**config.mk**
```make
export PLATFORM = sky130hd
export DESIGN_NAME = wexDecoder
export DESIGN_NICKNAME = d
export VERILOG_FILES = /design/src/wexDecPkg.sv /design/src/bundleClassify.sv /design/src/dualLanePair.sv /design/src/issueQueue.sv /design/src/laneRoute.sv /design/src/slotDecode.sv /design/src/wexDecoder.sv
export VERILOG_INCLUDE_DIRS = /design/src
export SDC_FILE = /design/constraint.sdc
export NUM_CORES = 1
export LEC_CHECK = 0
export BUFFER_PORTS_ARGS = -buffer_cell sky130_fd_sc_hd__buf_2
export CAP_MARGIN = 20
export CORE_MARGIN = 1
export CORE_UTILIZATION = 35
export CTS_CLUSTER_DIAMETER = 200
export CTS_CLUSTER_SIZE = 8
export DETAILED_ROUTE_END_ITERATION = 10
export PLACE_DENSITY_LB_ADDON = 0.3
export SLEW_MARGIN = 25
export SYNTH_ARGS = -nofsm -noshare
export SYNTH_HDL_FRONTEND = slang
export SYNTH_SLANG_ARGS = --single-unit
```
**constraint.sdc**
```tcl
create_clock -name clock -period 3.4 [get_ports clock]
set_clock_uncertainty 0.15 [all_clocks]
set_input_delay 0.51 -clock clock [delete_from_list [all_inputs] [get_ports clock]]
set_output_delay 0.51 -clock clock [all_outputs]
set_load 0.02 [all_outputs]
```
**src/wexDec_macros.svh**
```systemverilog
/* widths, queue depth and credit counts for the bundle decoder
   include wherever one of these values is needed */
`ifndef WEXDEC_MACROS_SVH
`define WEXDEC_MACROS_SVH

// register number width
`define WD_REG_W 6

// sign-extended immediate
`define WD_IMM_W 33

// 2 condition bits over a 6-bit opcode
`define WD_CMD_W 8

// one slot of the fetch window
`define WD_SLOT_W 32

// queue entries, also fetch credits after reset
`define WD_QUEUE_DEPTH 4

`define WD_ISSUE_CREDITS 2 // consumer credits after reset

// zero register
`define WD_GR_ZZR 63

`endif

```
**src/wexDecPkg.sv**
```systemverilog
/* lane operation, decoded slot and condition types shared by the decoder stages
   compile ahead of every module that names them */
`include "wexDec_macros.svh"

package wexDecPkg;

	// one lane's operation as handed to execute
	typedef struct packed {
		logic [`WD_REG_W-1:0] rn;
		logic [`WD_REG_W-1:0] rm;
		logic [`WD_REG_W-1:0] ro;
		logic [`WD_IMM_W-1:0] imm;
		logic [`WD_CMD_W-1:0] cmd; // [7:6] condition, [5:0] opcode
	} laneOp_t;

	// decoded slot, condition bits of op.cmd still zero
	typedef struct packed {
		laneOp_t op;
		logic isPred; // E prefix
		logic predFalse; // execute-if-false
		logic wex;
		logic wide; // dual-lane op
		logic isValid; // E or F prefix seen
		logic isMove; // opcode[5:1] == 2
	} slotInfo_t;

	typedef enum logic [1:0] {
		ALWAYS = 2'b00,
		CT = 2'b10,
		CF = 2'b11
	} cond_t;

	typedef enum logic [1:0] {
		SCALAR,
		WEX2,
		WEX3
	} bundleKind_t;

endpackage

```
**src/bundleClassify.sv**
```systemverilog
/* stage 1, decodes the three slots of the fetch window side by side
   and registers them with the WEX enable for the routing stage */
`include "wexDec_macros.svh"

module bundleClassify (
	input logic clock,
	input logic rst,
	input logic inValid,
	input logic [3*`WD_SLOT_W-1:0] instrWord,
	input logic srWxe,
	output logic outValid,
	output wexDecPkg::slotInfo_t slot0,
	output wexDecPkg::slotInfo_t slot1,
	output wexDecPkg::slotInfo_t slot2,
	output logic outWxe
);
	import wexDecPkg::*;

	slotInfo_t dec0;
	slotInfo_t dec1;
	slotInfo_t dec2;

	// slot 0 sits in the low word
	slotDecode uDec0 (.word(instrWord[`WD_SLOT_W-1:0]), .info(dec0));
	slotDecode uDec1 (.word(instrWord[2*`WD_SLOT_W-1:`WD_SLOT_W]), .info(dec1));
	slotDecode uDec2 (.word(instrWord[3*`WD_SLOT_W-1:2*`WD_SLOT_W]), .info(dec2));

	always_ff @(posedge clock)
	begin
		if (rst)
			outValid <= 1'b0;
		else
			outValid <= inValid;
	end

	always_ff @(posedge clock)
	begin
		if (inValid)
		begin
			slot0 <= dec0;
			slot1 <= dec1;
			slot2 <= dec2;
			outWxe <= srWxe; // WEX enable travels with its bundle
		end
	end

	// fetch must hold off while the decoder is in reset
	aNoFetchInReset: assert property (@(posedge clock) rst |-> !inValid)
		else $error("bundleClassify: instrValid high during reset");

endmodule

```
**src/dualLanePair.sv**
```systemverilog
/* stage 3, spreads a wide op over lanes A and B
   lane B gets the odd or even partner of each paired register */
`include "wexDec_macros.svh"

module dualLanePair (
	input logic clock,
	input logic rst,
	input logic inValid,
	input wexDecPkg::laneOp_t laneA,
	input wexDecPkg::laneOp_t laneB,
	input wexDecPkg::laneOp_t laneC,
	input wexDecPkg::bundleKind_t inKind,
	input logic [1:0] inLen,
	input logic inWide,
	input logic inMove,
	output logic outValid,
	output wexDecPkg::laneOp_t outA,
	output wexDecPkg::laneOp_t outB,
	output wexDecPkg::laneOp_t outC,
	output wexDecPkg::bundleKind_t outKind,
	output logic [1:0] outLen
);
	import wexDecPkg::*;

	laneOp_t pairB;
	laneOp_t pairC;

	always_comb
	begin
		pairB = laneB;
		pairC = laneC;
		if (inWide)
		begin
			if (inKind != SCALAR)
				pairC = laneB; // second op of WEX2 moves out of the way

			pairB = laneA;
			pairB.rn[0] = !laneA.rn[0];
			if (!inMove)
			begin
				// move class pairs Rn only
				pairB.rm[0] = !laneA.rm[0];
				pairB.ro[0] = !laneA.ro[0];
			end

			if (inKind == SCALAR)
			begin
				pairC.rm = pairB.rn;
				pairC.ro = laneA.rn;
			end
		end
	end

	always_ff @(posedge clock)
	begin
		if (rst)
			outValid <= 1'b0;
		else
			outValid <= inValid;
	end

	always_ff @(posedge clock)
	begin
		if (inValid)
		begin
			outA <= laneA; // lane A passes untouched
			outB <= pairB;
			outC <= pairC;
			outKind <= inKind;
			outLen <= inLen;
		end
	end

	// three-wide leaves no free lane for the pair
	aNoWideInWex3: assert property (@(posedge clock) disable iff (rst)
		inValid && inWide |-> inKind != WEX3)
		else $error("dualLanePair: wide op inside a WEX3 bundle");

endmodule

```
**src/issueQueue.sv**
```systemverilog
/* output queue between decode and issue, credit controlled on both sides
   a bundle leaves whenever one is queued and the consumer has a credit */
`include "wexDec_macros.svh"

module issueQueue (
	input logic clock,
	input logic rst,
	input logic inValid,
	input wexDecPkg::laneOp_t inA,
	input wexDecPkg::laneOp_t inB,
	input wexDecPkg::laneOp_t inC,
	input wexDecPkg::bundleKind_t inKind,
	input logic [1:0] inLen,
	output logic issueValid,
	output wexDecPkg::laneOp_t outA,
	output wexDecPkg::laneOp_t outB,
	output wexDecPkg::laneOp_t outC,
	output wexDecPkg::bundleKind_t outKind,
	output logic [1:0] outLen,
	input logic issueCredit,
	output logic fetchCredit
);
	import wexDecPkg::*;

	localparam int DEPTH = `WD_QUEUE_DEPTH;
	localparam int PTR_W = (DEPTH > 1) ? $clog2(DEPTH) : 1;
	localparam int CNT_W = $clog2(DEPTH + 1);
	localparam int CRED_W = $clog2(`WD_ISSUE_CREDITS + 1) + 1; // headroom to catch overflow

	laneOp_t memA [DEPTH];
	laneOp_t memB [DEPTH];
	laneOp_t memC [DEPTH];
	bundleKind_t memKind [DEPTH];
	logic [1:0] memLen [DEPTH];

	logic [PTR_W-1:0] wrPtr;
	logic [PTR_W-1:0] rdPtr;
	logic [CNT_W-1:0] count;
	logic [CRED_W-1:0] credits; // consumer credits held

	function automatic logic [PTR_W-1:0] nextPtr(logic [PTR_W-1:0] p);
		return (p == PTR_W'(DEPTH - 1)) ? '0 : p + 1'b1;
	endfunction

	assign issueValid = (count != '0) && (credits != '0);

	// head entry, shown whether issuing or not
	assign outA = memA[rdPtr];
	assign outB = memB[rdPtr];
	assign outC = memC[rdPtr];
	assign outKind = memKind[rdPtr];
	assign outLen = memLen[rdPtr];

	always_ff @(posedge clock)
	begin
		if (inValid)
		begin
			memA[wrPtr] <= inA;
			memB[wrPtr] <= inB;
			memC[wrPtr] <= inC;
			memKind[wrPtr] <= inKind;
			memLen[wrPtr] <= inLen;
		end
	end

	always_ff @(posedge clock)
	begin
		if (rst)
		begin
			wrPtr <= '0;
			rdPtr <= '0;
			count <= '0;
			credits <= CRED_W'(`WD_ISSUE_CREDITS);
			fetchCredit <= 1'b0;
		end
		else
		begin
			if (inValid)
				wrPtr <= nextPtr(wrPtr);
			if (issueValid)
				rdPtr <= nextPtr(rdPtr);
			count <= count + CNT_W'(inValid) - CNT_W'(issueValid);
			credits <= credits + CRED_W'(issueCredit) - CRED_W'(issueValid);
			fetchCredit <= issueValid; // slot freed, hand one back to fetch
		end
	end

	// fetch credits cover every bundle still in the pipe
	aNoWriteFull: assert property (@(posedge clock) disable iff (rst)
		inValid |-> count < CNT_W'(DEPTH))
		else $error("issueQueue: write while full");

	aCreditMax: assert property (@(posedge clock) disable iff (rst)
		credits <= CRED_W'(`WD_ISSUE_CREDITS))
		else $error("issueQueue: consumer returned too many credits");

endmodule

```
**src/laneRoute.sv**
```systemverilog
/* stage 2, picks scalar, WEX2 or WEX3 and places the slots onto lanes A..C
   also fills the idle lanes and writes each lane's predicate condition */
`include "wexDec_macros.svh"

module laneRoute (
	input logic clock,
	input logic rst,
	input logic inValid,
	input wexDecPkg::slotInfo_t slot0,
	input wexDecPkg::slotInfo_t slot1,
	input wexDecPkg::slotInfo_t slot2,
	input logic inWxe,
	output logic outValid,
	output wexDecPkg::laneOp_t laneA,
	output wexDecPkg::laneOp_t laneB,
	output wexDecPkg::laneOp_t laneC,
	output wexDecPkg::bundleKind_t outKind,
	output logic [1:0] outLen,
	output logic outWide,
	output logic outMove
);
	import wexDecPkg::*;

	localparam logic [`WD_REG_W-1:0] ZZR = `WD_GR_ZZR;

	logic wex0;
	logic wex1;
	laneOp_t nxtA;
	laneOp_t nxtB;
	laneOp_t nxtC;
	bundleKind_t nxtKind;
	logic [1:0] nxtLen;
	logic nxtWide;
	logic nxtMove;

	// predicate sense into the top two command bits
	function automatic laneOp_t withCond(slotInfo_t s);
		laneOp_t op;
		cond_t c;
		op = s.op;
		if (s.isPred)
			c = s.predFalse ? CF : CT;
		else
			c = ALWAYS;
		op.cmd[`WD_CMD_W-1 -: 2] = c;
		return op;
	endfunction

	// idle lane, only Rm and Ro carry anything
	function automatic laneOp_t fillLane(logic [`WD_REG_W-1:0] rm, logic [`WD_REG_W-1:0] ro);
		laneOp_t op;
		op = '0;
		op.rn = ZZR;
		op.rm = rm;
		op.ro = ro;
		return op;
	endfunction

	assign wex0 = slot0.isValid && slot0.wex && inWxe;
	assign wex1 = slot1.isValid && slot1.wex && inWxe;

	always_comb
	begin
		if (wex0 && wex1)
		begin
			// three-wide, slot order reversed
			nxtA = withCond(slot2);
			nxtB = withCond(slot1);
			nxtC = withCond(slot0);
			nxtKind = WEX3;
			nxtLen = 2'd3;
			nxtWide = slot2.wide;
			nxtMove = slot2.isMove;
		end
		else if (wex0)
		begin
			nxtA = withCond(slot1);
			nxtB = withCond(slot0);
			nxtC = fillLane(slot0.op.rn, slot1.op.rn); // both Rn for the pair
			nxtKind = WEX2;
			nxtLen = 2'd2;
			nxtWide = slot1.wide;
			nxtMove = slot1.isMove;
		end
		else
		begin
			nxtA = withCond(slot0);
			nxtB = fillLane(ZZR, slot0.op.rn);
			nxtC = fillLane(ZZR, slot0.op.rn);
			nxtKind = SCALAR;
			nxtLen = 2'd1;
			nxtWide = slot0.wide;
			nxtMove = slot0.isMove;
		end
	end

	always_ff @(posedge clock)
	begin
		if (rst)
			outValid <= 1'b0;
		else
			outValid <= inValid;
	end

	always_ff @(posedge clock)
	begin
		if (inValid)
		begin
			laneA <= nxtA;
			laneB <= nxtB;
			laneC <= nxtC;
			outKind <= nxtKind;
			outLen <= nxtLen;
			outWide <= nxtWide;
			outMove <= nxtMove;
		end
	end

endmodule

```
**src/slotDecode.sv**
```systemverilog
/* field decode of one 32-bit slot word, purely combinational
   unknown prefixes come out as a NOP on the zero register */
`include "wexDec_macros.svh"

module slotDecode (
	input logic [`WD_SLOT_W-1:0] word,
	output wexDecPkg::slotInfo_t info
);

	localparam logic [`WD_REG_W-1:0] ZZR = `WD_GR_ZZR;

	logic isE;
	logic isF;
	logic immForm;

	assign isE = (word[31:28] == 4'hE); // predicated
	assign isF = (word[31:28] == 4'hF); // unconditional
	assign immForm = word[0];

	always_comb
	begin
		info = '0;
		info.op.rn = ZZR;
		info.op.rm = ZZR;
		info.op.ro = ZZR;

		if (isE || isF)
		begin
			info.isValid = 1'b1;
			info.isPred = isE;
			info.predFalse = isE && word[26];
			info.wex = word[27];
			info.wide = word[1];
			info.isMove = (word[7:3] == 5'd2);

			info.op.rn = word[25:20];
			info.op.rm = word[19:14];
			info.op.cmd = {2'b00, word[7:2]}; // condition filled in later

			// Ro field doubles as the immediate
			if (immForm)
			begin
				info.op.imm = {{(`WD_IMM_W - `WD_REG_W){word[13]}}, word[13:8]};
			end
			else
			begin
				info.op.ro = word[13:8];
			end
		end
	end

endmodule

```
**src/wexDecoder.sv**
```systemverilog
/* three-slot WEX bundle decoder, fetch window in and lanes A..C out
   classify, route, pair, then queue for issue */
`include "wexDec_macros.svh"

module wexDecoder (
	input logic clock,
	input logic rst,
	input logic instrValid,
	input logic [3*`WD_SLOT_W-1:0] instrWord,
	input logic srWxe,
	output logic fetchCredit,
	output logic issueValid,
	input logic issueCredit,
	output wexDecPkg::laneOp_t laneA,
	output wexDecPkg::laneOp_t laneB,
	output wexDecPkg::laneOp_t laneC,
	output wexDecPkg::bundleKind_t bundleKind,
	output logic [1:0] bundleLen
);
	import wexDecPkg::*;

	// stage 1 to 2
	logic s1Valid;
	slotInfo_t s1Slot0;
	slotInfo_t s1Slot1;
	slotInfo_t s1Slot2;
	logic s1Wxe;

	// stage 2 to 3
	logic s2Valid;
	laneOp_t s2A;
	laneOp_t s2B;
	laneOp_t s2C;
	bundleKind_t s2Kind;
	logic [1:0] s2Len;
	logic s2Wide;
	logic s2Move;

	// stage 3 to queue
	logic s3Valid;
	laneOp_t s3A;
	laneOp_t s3B;
	laneOp_t s3C;
	bundleKind_t s3Kind;
	logic [1:0] s3Len;

	bundleClassify uClassify (
		.clock(clock), .rst(rst), .inValid(instrValid), .instrWord(instrWord),
		.srWxe(srWxe), .outValid(s1Valid), .slot0(s1Slot0), .slot1(s1Slot1),
		.slot2(s1Slot2), .outWxe(s1Wxe)
	);

	laneRoute uRoute (
		.clock(clock), .rst(rst), .inValid(s1Valid), .slot0(s1Slot0),
		.slot1(s1Slot1), .slot2(s1Slot2), .inWxe(s1Wxe), .outValid(s2Valid),
		.laneA(s2A), .laneB(s2B), .laneC(s2C), .outKind(s2Kind), .outLen(s2Len),
		.outWide(s2Wide), .outMove(s2Move)
	);

	dualLanePair uPair (
		.clock(clock), .rst(rst), .inValid(s2Valid), .laneA(s2A), .laneB(s2B),
		.laneC(s2C), .inKind(s2Kind), .inLen(s2Len), .inWide(s2Wide),
		.inMove(s2Move), .outValid(s3Valid), .outA(s3A), .outB(s3B), .outC(s3C),
		.outKind(s3Kind), .outLen(s3Len)
	);

	issueQueue uQueue (
		.clock(clock), .rst(rst), .inValid(s3Valid), .inA(s3A), .inB(s3B),
		.inC(s3C), .inKind(s3Kind), .inLen(s3Len), .issueValid(issueValid),
		.outA(laneA), .outB(laneB), .outC(laneC), .outKind(bundleKind),
		.outLen(bundleLen), .issueCredit(issueCredit), .fetchCredit(fetchCredit)
	);

endmodule
```
# [Word level (Yosys, flattened, before mapping)]
# Memory sizes are Yosys's and may differ from the RTL's. A register that Yosys moved wholly into a read port is not among the register bits.
# Cells that the tools add are included.
[word_totals] regBits=485 ram_bits=724 input_bits=101 out_inout_bits=183 wordCells=166 n_memories=5
[mem_list] name="uQueue.memA" depth=4 word_bits=59 rd=1 rd_ports_with_merged_regs=1 write_ports=1 line="issueQueue.sv:30" text="laneOp_t memA [DEPTH];"
[mem_list] name="uQueue.memB" depth=4 word_bits=59 rd=1 rd_ports_with_merged_regs=1 write_ports=1 line="issueQueue.sv:31" text="laneOp_t memB [DEPTH];"
[mem_list] name="uQueue.memC" depth=4 word_bits=59 rd=1 rd_ports_with_merged_regs=1 write_ports=1 line="issueQueue.sv:32" text="laneOp_t memC [DEPTH];"
[mem_list] name="uQueue.memKind" depth=4 word_bits=2 rd=1 rd_ports_with_merged_regs=1 write_ports=1 line="issueQueue.sv:33" text="bundleKind_t memKind [DEPTH];"
[mem_list] name="uQueue.memLen" depth=4 word_bits=2 rd=1 rd_ports_with_merged_regs=1 write_ports=1 line="issueQueue.sv:34" text="logic [1:0] memLen [DEPTH];"
[classes] addsub=6 n_eq_ne=11 muxes=40 bitwise=3 reduce_logical=25
[op_table] op="2-to-1 mux 59 bit" count=8
[op_table] op="2-to-1 mux 53 bit" count=1
[op_table] op="2-to-1 mux 2 bit" count=18
[op_table] op="equality test 4 bit (second input constant)" count=6
[op_table] op="equality test 5 x 2 -> 1 bit (second input constant)" count=3
[op_table] op="2-to-1 mux 1 bit" count=12
[op_table] op="2-to-1 mux 12 bit" count=1
[op_table] op="logical AND 1 bit" count=9
[op_table] op="adder 3 x 1 -> 3 bit" count=2
[op_table] op="AND reduction 2 bit" count=3
[op_table] op="nonzero test 3 bit" count=2
[op_table] op="OR reduction 2 bit" count=3
[op_table] op="subtractor 3 x 1 -> 3 bit" count=2
[op_table] op="adder 2 x 1 -> 2 bit (second input constant)" count=2
[op_table] op="equality test 2 bit (second input constant)" count=2
[op_table] op="zero test 1 bit" count=3
[op_table] op="logical OR 1 bit" count=3
[op_table] op="NOT 1 bit" count=3
[op_table] op="zero test 2 bit" count=1
[op_table] op="nonzero test 2 bit" count=1

# [Logic depth before layout (Yosys ltp)]
# Gate-level depths: netlist of run 1.
[depth] word_depth=4 depth_mapped=9 depth_no_buf=9

# [Modules after synthesis]
# Synthesis of run 1 repeated with hierarchy kept, for this count alone.
[hier_totals] hier_cells=2520 area_unflattened_um2=49473.7
[by_module_without_submodules] module="issueQueue" n_inst=1 cells_each=1013 area_per_inst_um2=26714.4 seq_area_each_um2=22001.1
[by_module_without_submodules] module="laneRoute" n_inst=1 cells_each=741 area_per_inst_um2=8090.3 seq_area_each_um2=5515.3
[by_module_without_submodules] module="dualLanePair" n_inst=1 cells_each=355 area_per_inst_um2=7214.4 seq_area_each_um2=5455.2
[by_module_without_submodules] module="bundleClassify" n_inst=1 cells_each=198 area_per_inst_um2=5919.4 seq_area_each_um2=5905.7
[by_module_without_submodules] module="slotDecode" n_inst=3 cells_each=71 area_per_inst_um2=511.7 seq_area_each_um2=0.0

# [Worst setup path before layout of run 1]
# OpenSTA, ideal clock, no wires.
[synth_path] path_type="reg2reg" startpoint="reg uQueue.wrPtr[0]" endpoint="mem uQueue.memA[3][0] (netlist name), enable pin" setup_ns=0.470 arrival_ns=2.857 required_ns=2.780 path_slack_ns=-0.076 stages_incl_launch_ff=3 path_buffers=0 period_less_slack_ns=3.476 cell_sequence="dfxtp_1 > ha_1 > and2_1"
[synth_rtl] item="start, declared" line="issueQueue.sv:36" text="logic [PTR_W-1:0] wrPtr;"
[synth_rtl] item="start signal, assigned" line="issueQueue.sv:79" text="wrPtr <= nextPtr(wrPtr);"
[synth_rtl] item="end, declared" line="issueQueue.sv:30"
# No word-level cell before the write port.

==> flow_results.xml, run 1 <==
<?xml version="1.0" encoding="UTF-8"?>
<metrics>
  <group name="synthesis">
    <metric name="ys_top_cells_by_count" unit="">sky130_fd_sc_hd__edfxtp_1 (709), sky130_fd_sc_hd__nand2_1 (145), sky130_fd_sc_hd__mux4_2 (100)</metric>
    <metric name="synth.net_count" unit="">1640</metric>
    <metric name="synth_seq_cells" unit="">725</metric>
    <metric name="post_synth_inst_count" unit="">1530</metric>
    <metric name="post_synth_instance_area" unit="mm²">0.0281</metric>
    <metric name="synth_enable_flop_cells" unit="">709</metric>
    <metric name="synth_area_leaders" unit="">sky130_fd_sc_hd__edfxtp_1 (76%), sky130_fd_sc_hd__mux4_2 (8.0%), sky130_fd_sc_hd__buf_4 (2.5%)</metric>
    <metric name="yosysWarningCount" unit="">0</metric>
    <metric name="synth.most_common_cell" unit="">sky130_fd_sc_hd__edfxtp_1</metric>
    <metric name="synthFlopType" unit="">sky130_fd_sc_hd__edfxtp_1</metric>
    <metric name="yosys.area.top_type" unit="">sky130_fd_sc_hd__edfxtp_1</metric>
    <metric name="synthesis.area_per_instance" unit="µm²">18.4</metric>
    <metric name="synth_seq_area_share" unit="">0.769</metric>
    <metric name="synth_cell_type_count" unit="">34</metric>
    <metric name="synthDominantCellAreaShare" unit="">0.757</metric>
    <metric name="postSynth.asyncResetShare" unit="">0</metric>
  </group>
  <group name="run_status">
    <metric name="status" unit="">finished, final reports clean</metric>
  </group>
  <group name="sta">
    <metric name="worst_slew_pin_slew" unit="ps">928</metric>
    <metric name="fin_setup_tns" unit="ps">0</metric>
    <metric name="finalHoldViolCount" unit="">0</metric>
    <metric name="post-route-worst-setup-slack" unit="ps">257</metric>
    <metric name="grt_setup_unrepaired" unit="">no</metric>
    <metric name="slew_headroom" unit="">0.381</metric>
    <metric name="finalCritPeriodShare" unit="">0.924</metric>
    <metric name="setup_viol" unit="">0</metric>
    <metric name="finalWorstPathRequiredPeriod" unit="ps">3140</metric>
    <metric name="timing.fmax" unit="MHz">318</metric>
    <metric name="final-max-slew-violation-count" unit="">0</metric>
  </group>
  <group name="power_and_ir_drop">
    <metric name="power.density_cell_area" unit="mW/mm²">734</metric>
    <metric name="ir_drop" unit="mV">0.387</metric>
    <metric name="leakagePower" unit="µW">0.0114</metric>
  </group>
  <group name="route">
    <metric name="drt-initial-drc-count" unit="">1018</metric>
    <metric name="detailed_route_drc_error_count" unit="">0</metric>
    <metric name="wl" unit="mm">63.8</metric>
    <metric name="vias" unit="">14200</metric>
    <metric name="detail_route.vias_per_cell" unit="">4.87</metric>
    <metric name="post_drt_wl_per_cell" unit="µm">21.9</metric>
    <metric name="ant_nets" unit="">0</metric>
    <metric name="firstDrtPassIters" unit="">5</metric>
  </group>
  <group name="clock_tree">
    <metric name="cts_hold_buffers" unit="">41</metric>
    <metric name="ctsLongestPathBuffers" unit="">3</metric>
    <metric name="ctsRootBufferMaster" unit="">sky130_fd_sc_hd__clkbuf_16</metric>
    <metric name="cts.clk_slew.worst_paths" unit="ps">50</metric>
    <metric name="cts-buffers-inserted" unit="">100</metric>
    <metric name="post-cts-setup-buffers" unit="">0</metric>
    <metric name="tritoncts" unit="">built</metric>
    <metric name="worstSkewPairLatency" unit="ps">640</metric>
    <metric name="clkSinkCount" unit="">725</metric>
    <metric name="ctsHtreeMaxLevel" unit="">3</metric>
    <metric name="cts_repair_resize_count" unit="">0</metric>
  </group>
  <group name="die">
    <metric name="floorplan.rows" unit="">103</metric>
    <metric name="die_area" unit="mm²">0.0814</metric>
    <metric name="die_width" unit="µm">285</metric>
    <metric name="core_region" unit="mm²">0.0793</metric>
    <metric name="floorplan.initialDensity" unit="">0.355</metric>
    <metric name="vertical_die_dimension" unit="µm">285</metric>
    <metric name="io_pins" unit="">284</metric>
  </group>
  <group name="layout">
    <metric name="post_route_cells_drive_above_1_share" unit="">0.318</metric>
    <metric name="finish.net_count" unit="">1952</metric>
    <metric name="filler_cell_count" unit="">6952</metric>
    <metric name="multi_input_area" unit="mm²">0.00549</metric>
    <metric name="seqCellArea" unit="mm²">0.0216</metric>
    <metric name="areaGrowthSynthToFinish" unit="%">19.2</metric>
  </group>
  <group name="setup_path">
    <metric name="timing.critical_path.arrival" unit="ps">2480</metric>
    <metric name="worst-r2r-setup-slack" unit="ps">950</metric>
    <metric name="reg2reg_depth" unit="">3</metric>
    <metric name="critical_r2r_capture" unit="">uPair.outC[2]</metric>
    <metric name="worstReg2RegStart" unit="">uRoute.outKind[0]</metric>
    <metric name="timing_worst_setup_path_type" unit="">flop to output port</metric>
    <metric name="cp-end-kind" unit="">output port</metric>
    <metric name="worst_path_required" unit="ps">2740</metric>
    <metric name="crit_path_start_kind" unit="">flop</metric>
    <metric name="cp_max_fo" unit="">28</metric>
  </group>
  <group name="flow_run">
    <metric name="cap_viol_max_count" unit="">0</metric>
  </group>
  <group name="placed_design">
    <metric name="place_worst_setup_slack" unit="ps">875</metric>
    <metric name="dp.final_hpwl" unit="mm">41.7</metric>
    <metric name="place_congestion" unit="">0.780</metric>
    <metric name="buffer_ports.inserted" unit="">282</metric>
  </group>
  <group name="grt">
    <metric name="globalRoute.totalOverflow" unit="">0</metric>
    <metric name="grt_pass1_wl" unit="mm">93.5</metric>
    <metric name="grtUsageTotal" unit="">0.156</metric>
    <metric name="number_of_antenna_violations_at_the_first_check_in_global_routing" unit="">0</metric>
    <metric name="grt_max_degree" unit="">69</metric>
    <metric name="first_global_vias" unit="">14400</metric>
  </group>
  <group name="min_path">
    <metric name="worstHoldPathType" unit="">primary input to flop</metric>
    <metric name="timing.hold.worst_endpoint" unit="">uClassify.slot2[55]</metric>
    <metric name="min_path_cells" unit="">2</metric>
    <metric name="hold_path_startpoint" unit="">instrWord[80]</metric>
  </group>
</metrics>
==> final cells by class <==
cell class	count	share of cell area
Sequential cell	725	0.645
Multi-Input combinational cell	642	0.164
Clock buffer	119	0.0774
Timing Repair Buffer	363	0.0697
Tap cell	1050	0.0392
Clock inverter	7	0.00325
Inverter	10	0.00112
Antenna cell	3	0.000224
==> metrics by stage <==
step	power, µW	area, µm²	hold WS [ps]	std cells	utilization
6_report	24600	33500	27.2	2919	0.423
5_1_grt	25500	33500	9.06	2916	0.423
4_1_cts	24900	33500	0.478	2916	0.423
3_5_place_dp	16100	30400	263	2749	0.383
3_3_place_gp	16100	30400	260	2749	0.383
2_1_floorplan	14700	28100	250	1530	-
==> registers in the layout, summed over array words and instances, names as in the netlist, 34 cells and up, named ones only <==
| signal | cells |
|---|---|
| uClassify.slot0 | 36 |
| uClassify.slot1 | 36 |
| uClassify.slot2 | 34 |
| uQueue.memA | 128 |
| uQueue.memB | 128 |
| uQueue.memC | 128 |
==> critical path, cell delays in order (launching register included) <==
cell and delay [ps]:
sky130_fd_sc_hd__dfxtp_4 600, sky130_fd_sc_hd__buf_4 260, sky130_fd_sc_hd__mux4_2 720, sky130_fd_sc_hd__buf_2 250
==> worst max-delay path by stage <==
stage,from,cells after the start,endpoint
floorplan,uClassify.outValid,0,uRoute.laneA[0]
global placement,flop,3,laneA[39]
detailed placement,flop,3,laneA[31]
CTS,flop,3,laneA[31]
global route,flop,3,laneA[14]
finish,flop,3,laneA[14]
==> layer usage <==
metal  global-route usage  share of wire  vias up
met2                0.251           0.48      452
li1                     -              -     6442
met3               0.0288          0.056       84
met4               0.0495          0.021        0
met5                    0              0        -
met1                0.215           0.45     7223
==> cells in the final DEF (no fill, tap or decap), types with 5 or more instances in the layout <==
master	count
sky130_fd_sc_hd__nand3_1	14
sky130_fd_sc_hd__nand2b_1	37
sky130_fd_sc_hd__and2_1	27
sky130_fd_sc_hd__edfxtp_1	709
sky130_fd_sc_hd__nor2_1	57
sky130_fd_sc_hd__ha_1	7
sky130_fd_sc_hd__dlygate4sd3_1	41
sky130_fd_sc_hd__clkbuf_16	101
sky130_fd_sc_hd__inv_1	9
sky130_fd_sc_hd__nor2b_1	6
sky130_fd_sc_hd__and3_1	36
sky130_fd_sc_hd__or3_1	27
sky130_fd_sc_hd__dfxtp_1	12
sky130_fd_sc_hd__buf_4	24
sky130_fd_sc_hd__clkbuf_1	18
sky130_fd_sc_hd__buf_12	17
sky130_fd_sc_hd__a21oi_1	65
sky130_fd_sc_hd__nand2_1	144
sky130_fd_sc_hd__mux4_2	100
sky130_fd_sc_hd__mux2_4	20
sky130_fd_sc_hd__a31oi_1	34
sky130_fd_sc_hd__mux2_2	31
sky130_fd_sc_hd__buf_2	281
sky130_fd_sc_hd__nor3b_1	5
==> power breakdown <==
part | total [µW] | internal, µW | switching (µW) | leakage [µW]
combinational | 5440 | 2140 | 3310 | 0.00346
sequential | 10400 | 10100 | 325 | 0.00664
clock | 8720 | 5290 | 3440 | 0.00132
==> cell families after synthesis <==
logic type,share of synthesized area
xor gates and xnor gates,0.00156
DFF,0.769
buffers and inverters,0.0364
and+or+nand+nor,0.0641
AOI/OAI and AO/OA,0.0199
adders and majority gates,0.00454
muxes,0.105
Note: power is estimated with default switching activity, not from simulation.
==> inputs of run 2 (changes only) <==
CORE_UTILIZATION = 53   (was 35)
==> run 2 against run 1 <==
Register-to-register slack improved by 120 ps. Sequential power barely moved. Worst hold slack got worse by 8.5 ps. Routed wire length fell by 11%. Critical endpoint is now laneB[47]. Highest routed layer unchanged.
==> flow_results.xml, run 2 (synthesized netlist as in run 1, its figures left out) <==
<?xml version="1.0" encoding="UTF-8"?>
<metrics>
  <group name="setup_path">
    <metric name="worst-r2r-setup-slack" unit="ps">1070</metric>
    <metric name="worst_path_required" unit="ps">2740</metric>
    <metric name="cp_max_fo" unit="">32</metric>
    <metric name="reg2reg_depth" unit="">3</metric>
    <metric name="crit_path_start_kind" unit="">flop</metric>
    <metric name="cp-end-kind" unit="">output port</metric>
    <metric name="cpPeakStageDelay" unit="ps">570</metric>
    <metric name="timing_worst_setup_path_type" unit="">flop to output port</metric>
    <metric name="series_of_cell_instances_along_the_critical_path" unit="">buf_12 -&gt; buf_4 -&gt; mux4_2 -&gt; buf_2</metric>
    <metric name="critical_path_cell_with_the_highest_stage_delay" unit="">sky130_fd_sc_hd__dfxtp_4</metric>
    <metric name="critical_r2r_capture" unit="">uPair.outC[5]</metric>
    <metric name="cp_bufs_invs" unit="">3</metric>
    <metric name="worstReg2RegStart" unit="">uRoute.outKind[0]</metric>
    <metric name="timing.critical_path.arrival" unit="ps">2450</metric>
    <metric name="critPathTopFamily" unit="">buffers and inverters</metric>
  </group>
  <group name="power_and_ir_drop">
    <metric name="leakagePower" unit="µW">0.0113</metric>
    <metric name="ir_drop" unit="mV">0.400</metric>
    <metric name="power.density_cell_area" unit="mW/mm²">742</metric>
  </group>
  <group name="layout">
    <metric name="antennaDiodeCount" unit="">0</metric>
    <metric name="final_cell_area" unit="mm²">0.0327</metric>
    <metric name="post_route_cells_drive_above_1_share" unit="">0.318</metric>
    <metric name="final_core_utilization" unit="">0.624</metric>
    <metric name="areaGrowthSynthToFinish" unit="%">16.4</metric>
    <metric name="layout.cells.most_common_list" unit="">sky130_fd_sc_hd__edfxtp_1 (709), sky130_fd_sc_hd__buf_2 (281), sky130_fd_sc_hd__nand2_1 (144)</metric>
    <metric name="finish.net_count" unit="">1928</metric>
    <metric name="filler_cell_count" unit="">3631</metric>
    <metric name="layout.cells.most_common" unit="">sky130_fd_sc_hd__edfxtp_1</metric>
    <metric name="layout_top_registers" unit="">uQueue.memA: 128 flops, uQueue.memB: 128 flops, uQueue.memC: 128 flops</metric>
  </group>
  <group name="sta">
    <metric name="finalHoldViolCount" unit="">0</metric>
    <metric name="finalCritPeriodShare" unit="">0.916</metric>
    <metric name="finalWorstPathRequiredPeriod" unit="ps">3110</metric>
    <metric name="slew_headroom" unit="">0.345</metric>
    <metric name="setup_viol" unit="">0</metric>
    <metric name="fin_setup_tns" unit="ps">0</metric>
    <metric name="timing.fmax" unit="MHz">321</metric>
    <metric name="final-max-slew-violation-count" unit="">0</metric>
    <metric name="post-route-worst-setup-slack" unit="ps">287</metric>
    <metric name="worst_slew_pin_slew" unit="ps">983</metric>
    <metric name="grt_setup_unrepaired" unit="">no</metric>
  </group>
  <group name="placed_design">
    <metric name="place_area" unit="mm²">0.0298</metric>
    <metric name="buffer_ports.inserted" unit="">282</metric>
    <metric name="place_congestion" unit="">0.816</metric>
    <metric name="dp.final_hpwl" unit="mm">36.3</metric>
    <metric name="place_worst_setup_slack" unit="ps">862</metric>
  </group>
  <group name="die">
    <metric name="io_pins" unit="">284</metric>
    <metric name="die_area" unit="mm²">0.0540</metric>
    <metric name="core_region" unit="mm²">0.0524</metric>
    <metric name="die_width" unit="µm">232</metric>
    <metric name="vertical_die_dimension" unit="µm">232</metric>
    <metric name="floorplan.rows" unit="">84</metric>
    <metric name="floorplan.initialDensity" unit="">0.536</metric>
  </group>
  <group name="route">
    <metric name="detail_route.vias_per_cell" unit="">5.61</metric>
    <metric name="detailed_route_drc_error_count" unit="">0</metric>
    <metric name="wl" unit="mm">56.6</metric>
    <metric name="post_drt_wl_per_cell" unit="µm">22.4</metric>
    <metric name="drt-initial-drc-count" unit="">1334</metric>
    <metric name="firstDrtPassIters" unit="">5</metric>
    <metric name="ant_nets" unit="">0</metric>
    <metric name="vias" unit="">14200</metric>
  </group>
  <group name="grt">
    <metric name="number_of_antenna_violations_at_the_first_check_in_global_routing" unit="">0</metric>
    <metric name="globalRoute.totalOverflow" unit="">0</metric>
    <metric name="grt_pass1_wl" unit="mm">83.5</metric>
    <metric name="first_global_vias" unit="">13600</metric>
    <metric name="grtUsageTotal" unit="">0.211</metric>
    <metric name="grt_max_degree" unit="">71</metric>
  </group>
  <group name="clock_tree">
    <metric name="ctsRootBufferMaster" unit="">sky130_fd_sc_hd__clkbuf_16</metric>
    <metric name="tritoncts" unit="">built</metric>
    <metric name="post-cts-setup-buffers" unit="">0</metric>
    <metric name="cts.clk_slew.worst_paths" unit="ps">50</metric>
    <metric name="ctsLongestPathBuffers" unit="">3</metric>
    <metric name="cts-buffers-inserted" unit="">100</metric>
    <metric name="cts_hold_buffers" unit="">23</metric>
    <metric name="clkSinkCount" unit="">725</metric>
    <metric name="cts_repair_resize_count" unit="">0</metric>
    <metric name="worstSkewPairLatency" unit="ps">620</metric>
    <metric name="ctsHtreeMaxLevel" unit="">3</metric>
  </group>
  <group name="run_status">
    <metric name="status" unit="">finished, final reports clean</metric>
  </group>
  <group name="flow_run">
    <metric name="cap_viol_max_count" unit="">0</metric>
  </group>
  <group name="min_path">
    <metric name="timing.hold.worst_endpoint" unit="">uClassify.slot0[55]</metric>
    <metric name="worstHoldPathType" unit="">primary input to flop</metric>
    <metric name="hold_path_startpoint" unit="">instrWord[16]</metric>
    <metric name="min_path_cells" unit="">2</metric>
  </group>
</metrics>
==> run 2: cell count changes in the layout (fill, tap and decap cells not counted), moves of 2 or more <==
cell / previous run / this run
sky130_fd_sc_hd__diode_2: 3 / 0
sky130_fd_sc_hd__dlygate4sd3_1: 41 / 23
sky130_fd_sc_hd__buf_12: 17 / 11
sky130_fd_sc_hd__inv_16: 2 / 0
==> run 2: area by class of cell <==
class / instances / area, µm² / area share
repair buffers: 339 / 2040 / 0.0623
flip-flops and latches: 725 / 21600 / 0.661
multi-input cells: 642 / 5490 / 0.168
inverters: 10 / 37.5 / 0.00115
clock inverters: 6 / 63.8 / 0.00195
clock buffers: 119 / 2590 / 0.0793
well taps: 688 / 861 / 0.0263
==> run 2: layer usage <==
| metal | GRT usage | vias to the layer above | wire length (µm) |
|---|---|---|---|
| li1 | - | 6374 | - |
| met1 | 0.316 | 7124 | 24700 |
| met2 | 0.316 | 624 | 26400 |
| met3 | 0.0406 | 61 | 4590 |
| met4 | 0.0609 | 0 | 877 |
| met5 | 0 | - | 0 |
==> run 2: worst max-delay path by stage <==
stage          cells past startpoint  slack, ps               to                from
3_3_place_gp                       4        860        laneB[47]                flop
3_5_place_dp                       4        860        laneB[47]                flop
5_1_grt                            4        150        laneB[47]                flop
4_1_cts                            4        200        laneB[47]                flop
6_report                           4        290        laneB[47]                flop
2_1_floorplan                      0        270  uRoute.laneA[0]  uClassify.outValid
==> run 2: worst reg2reg max path, delay by kind of cell, from the launching register on <==
family           cells  cell delay, ps
multiplexers         1             450
AND/OR/NAND/NOR      2             920
flip-flops           1             550
==> run 2: power by group <==
| group | switching, µW | internal, µW |
|---|---|---|
| clock | 3330 | 5250 |
| sequential | 308 | 10100 |
| combinational | 3150 | 2130 |
==> run 2: metrics by stage <==
step,hold WS [ps],cells,total power (µW)
floorplan,250,1530,14700
global placement,259,2381,15900
detailed placement,283,2381,15900
CTS,0.0951,2529,24500
global route,7.74,2529,25200
finish,18.7,2529,24300
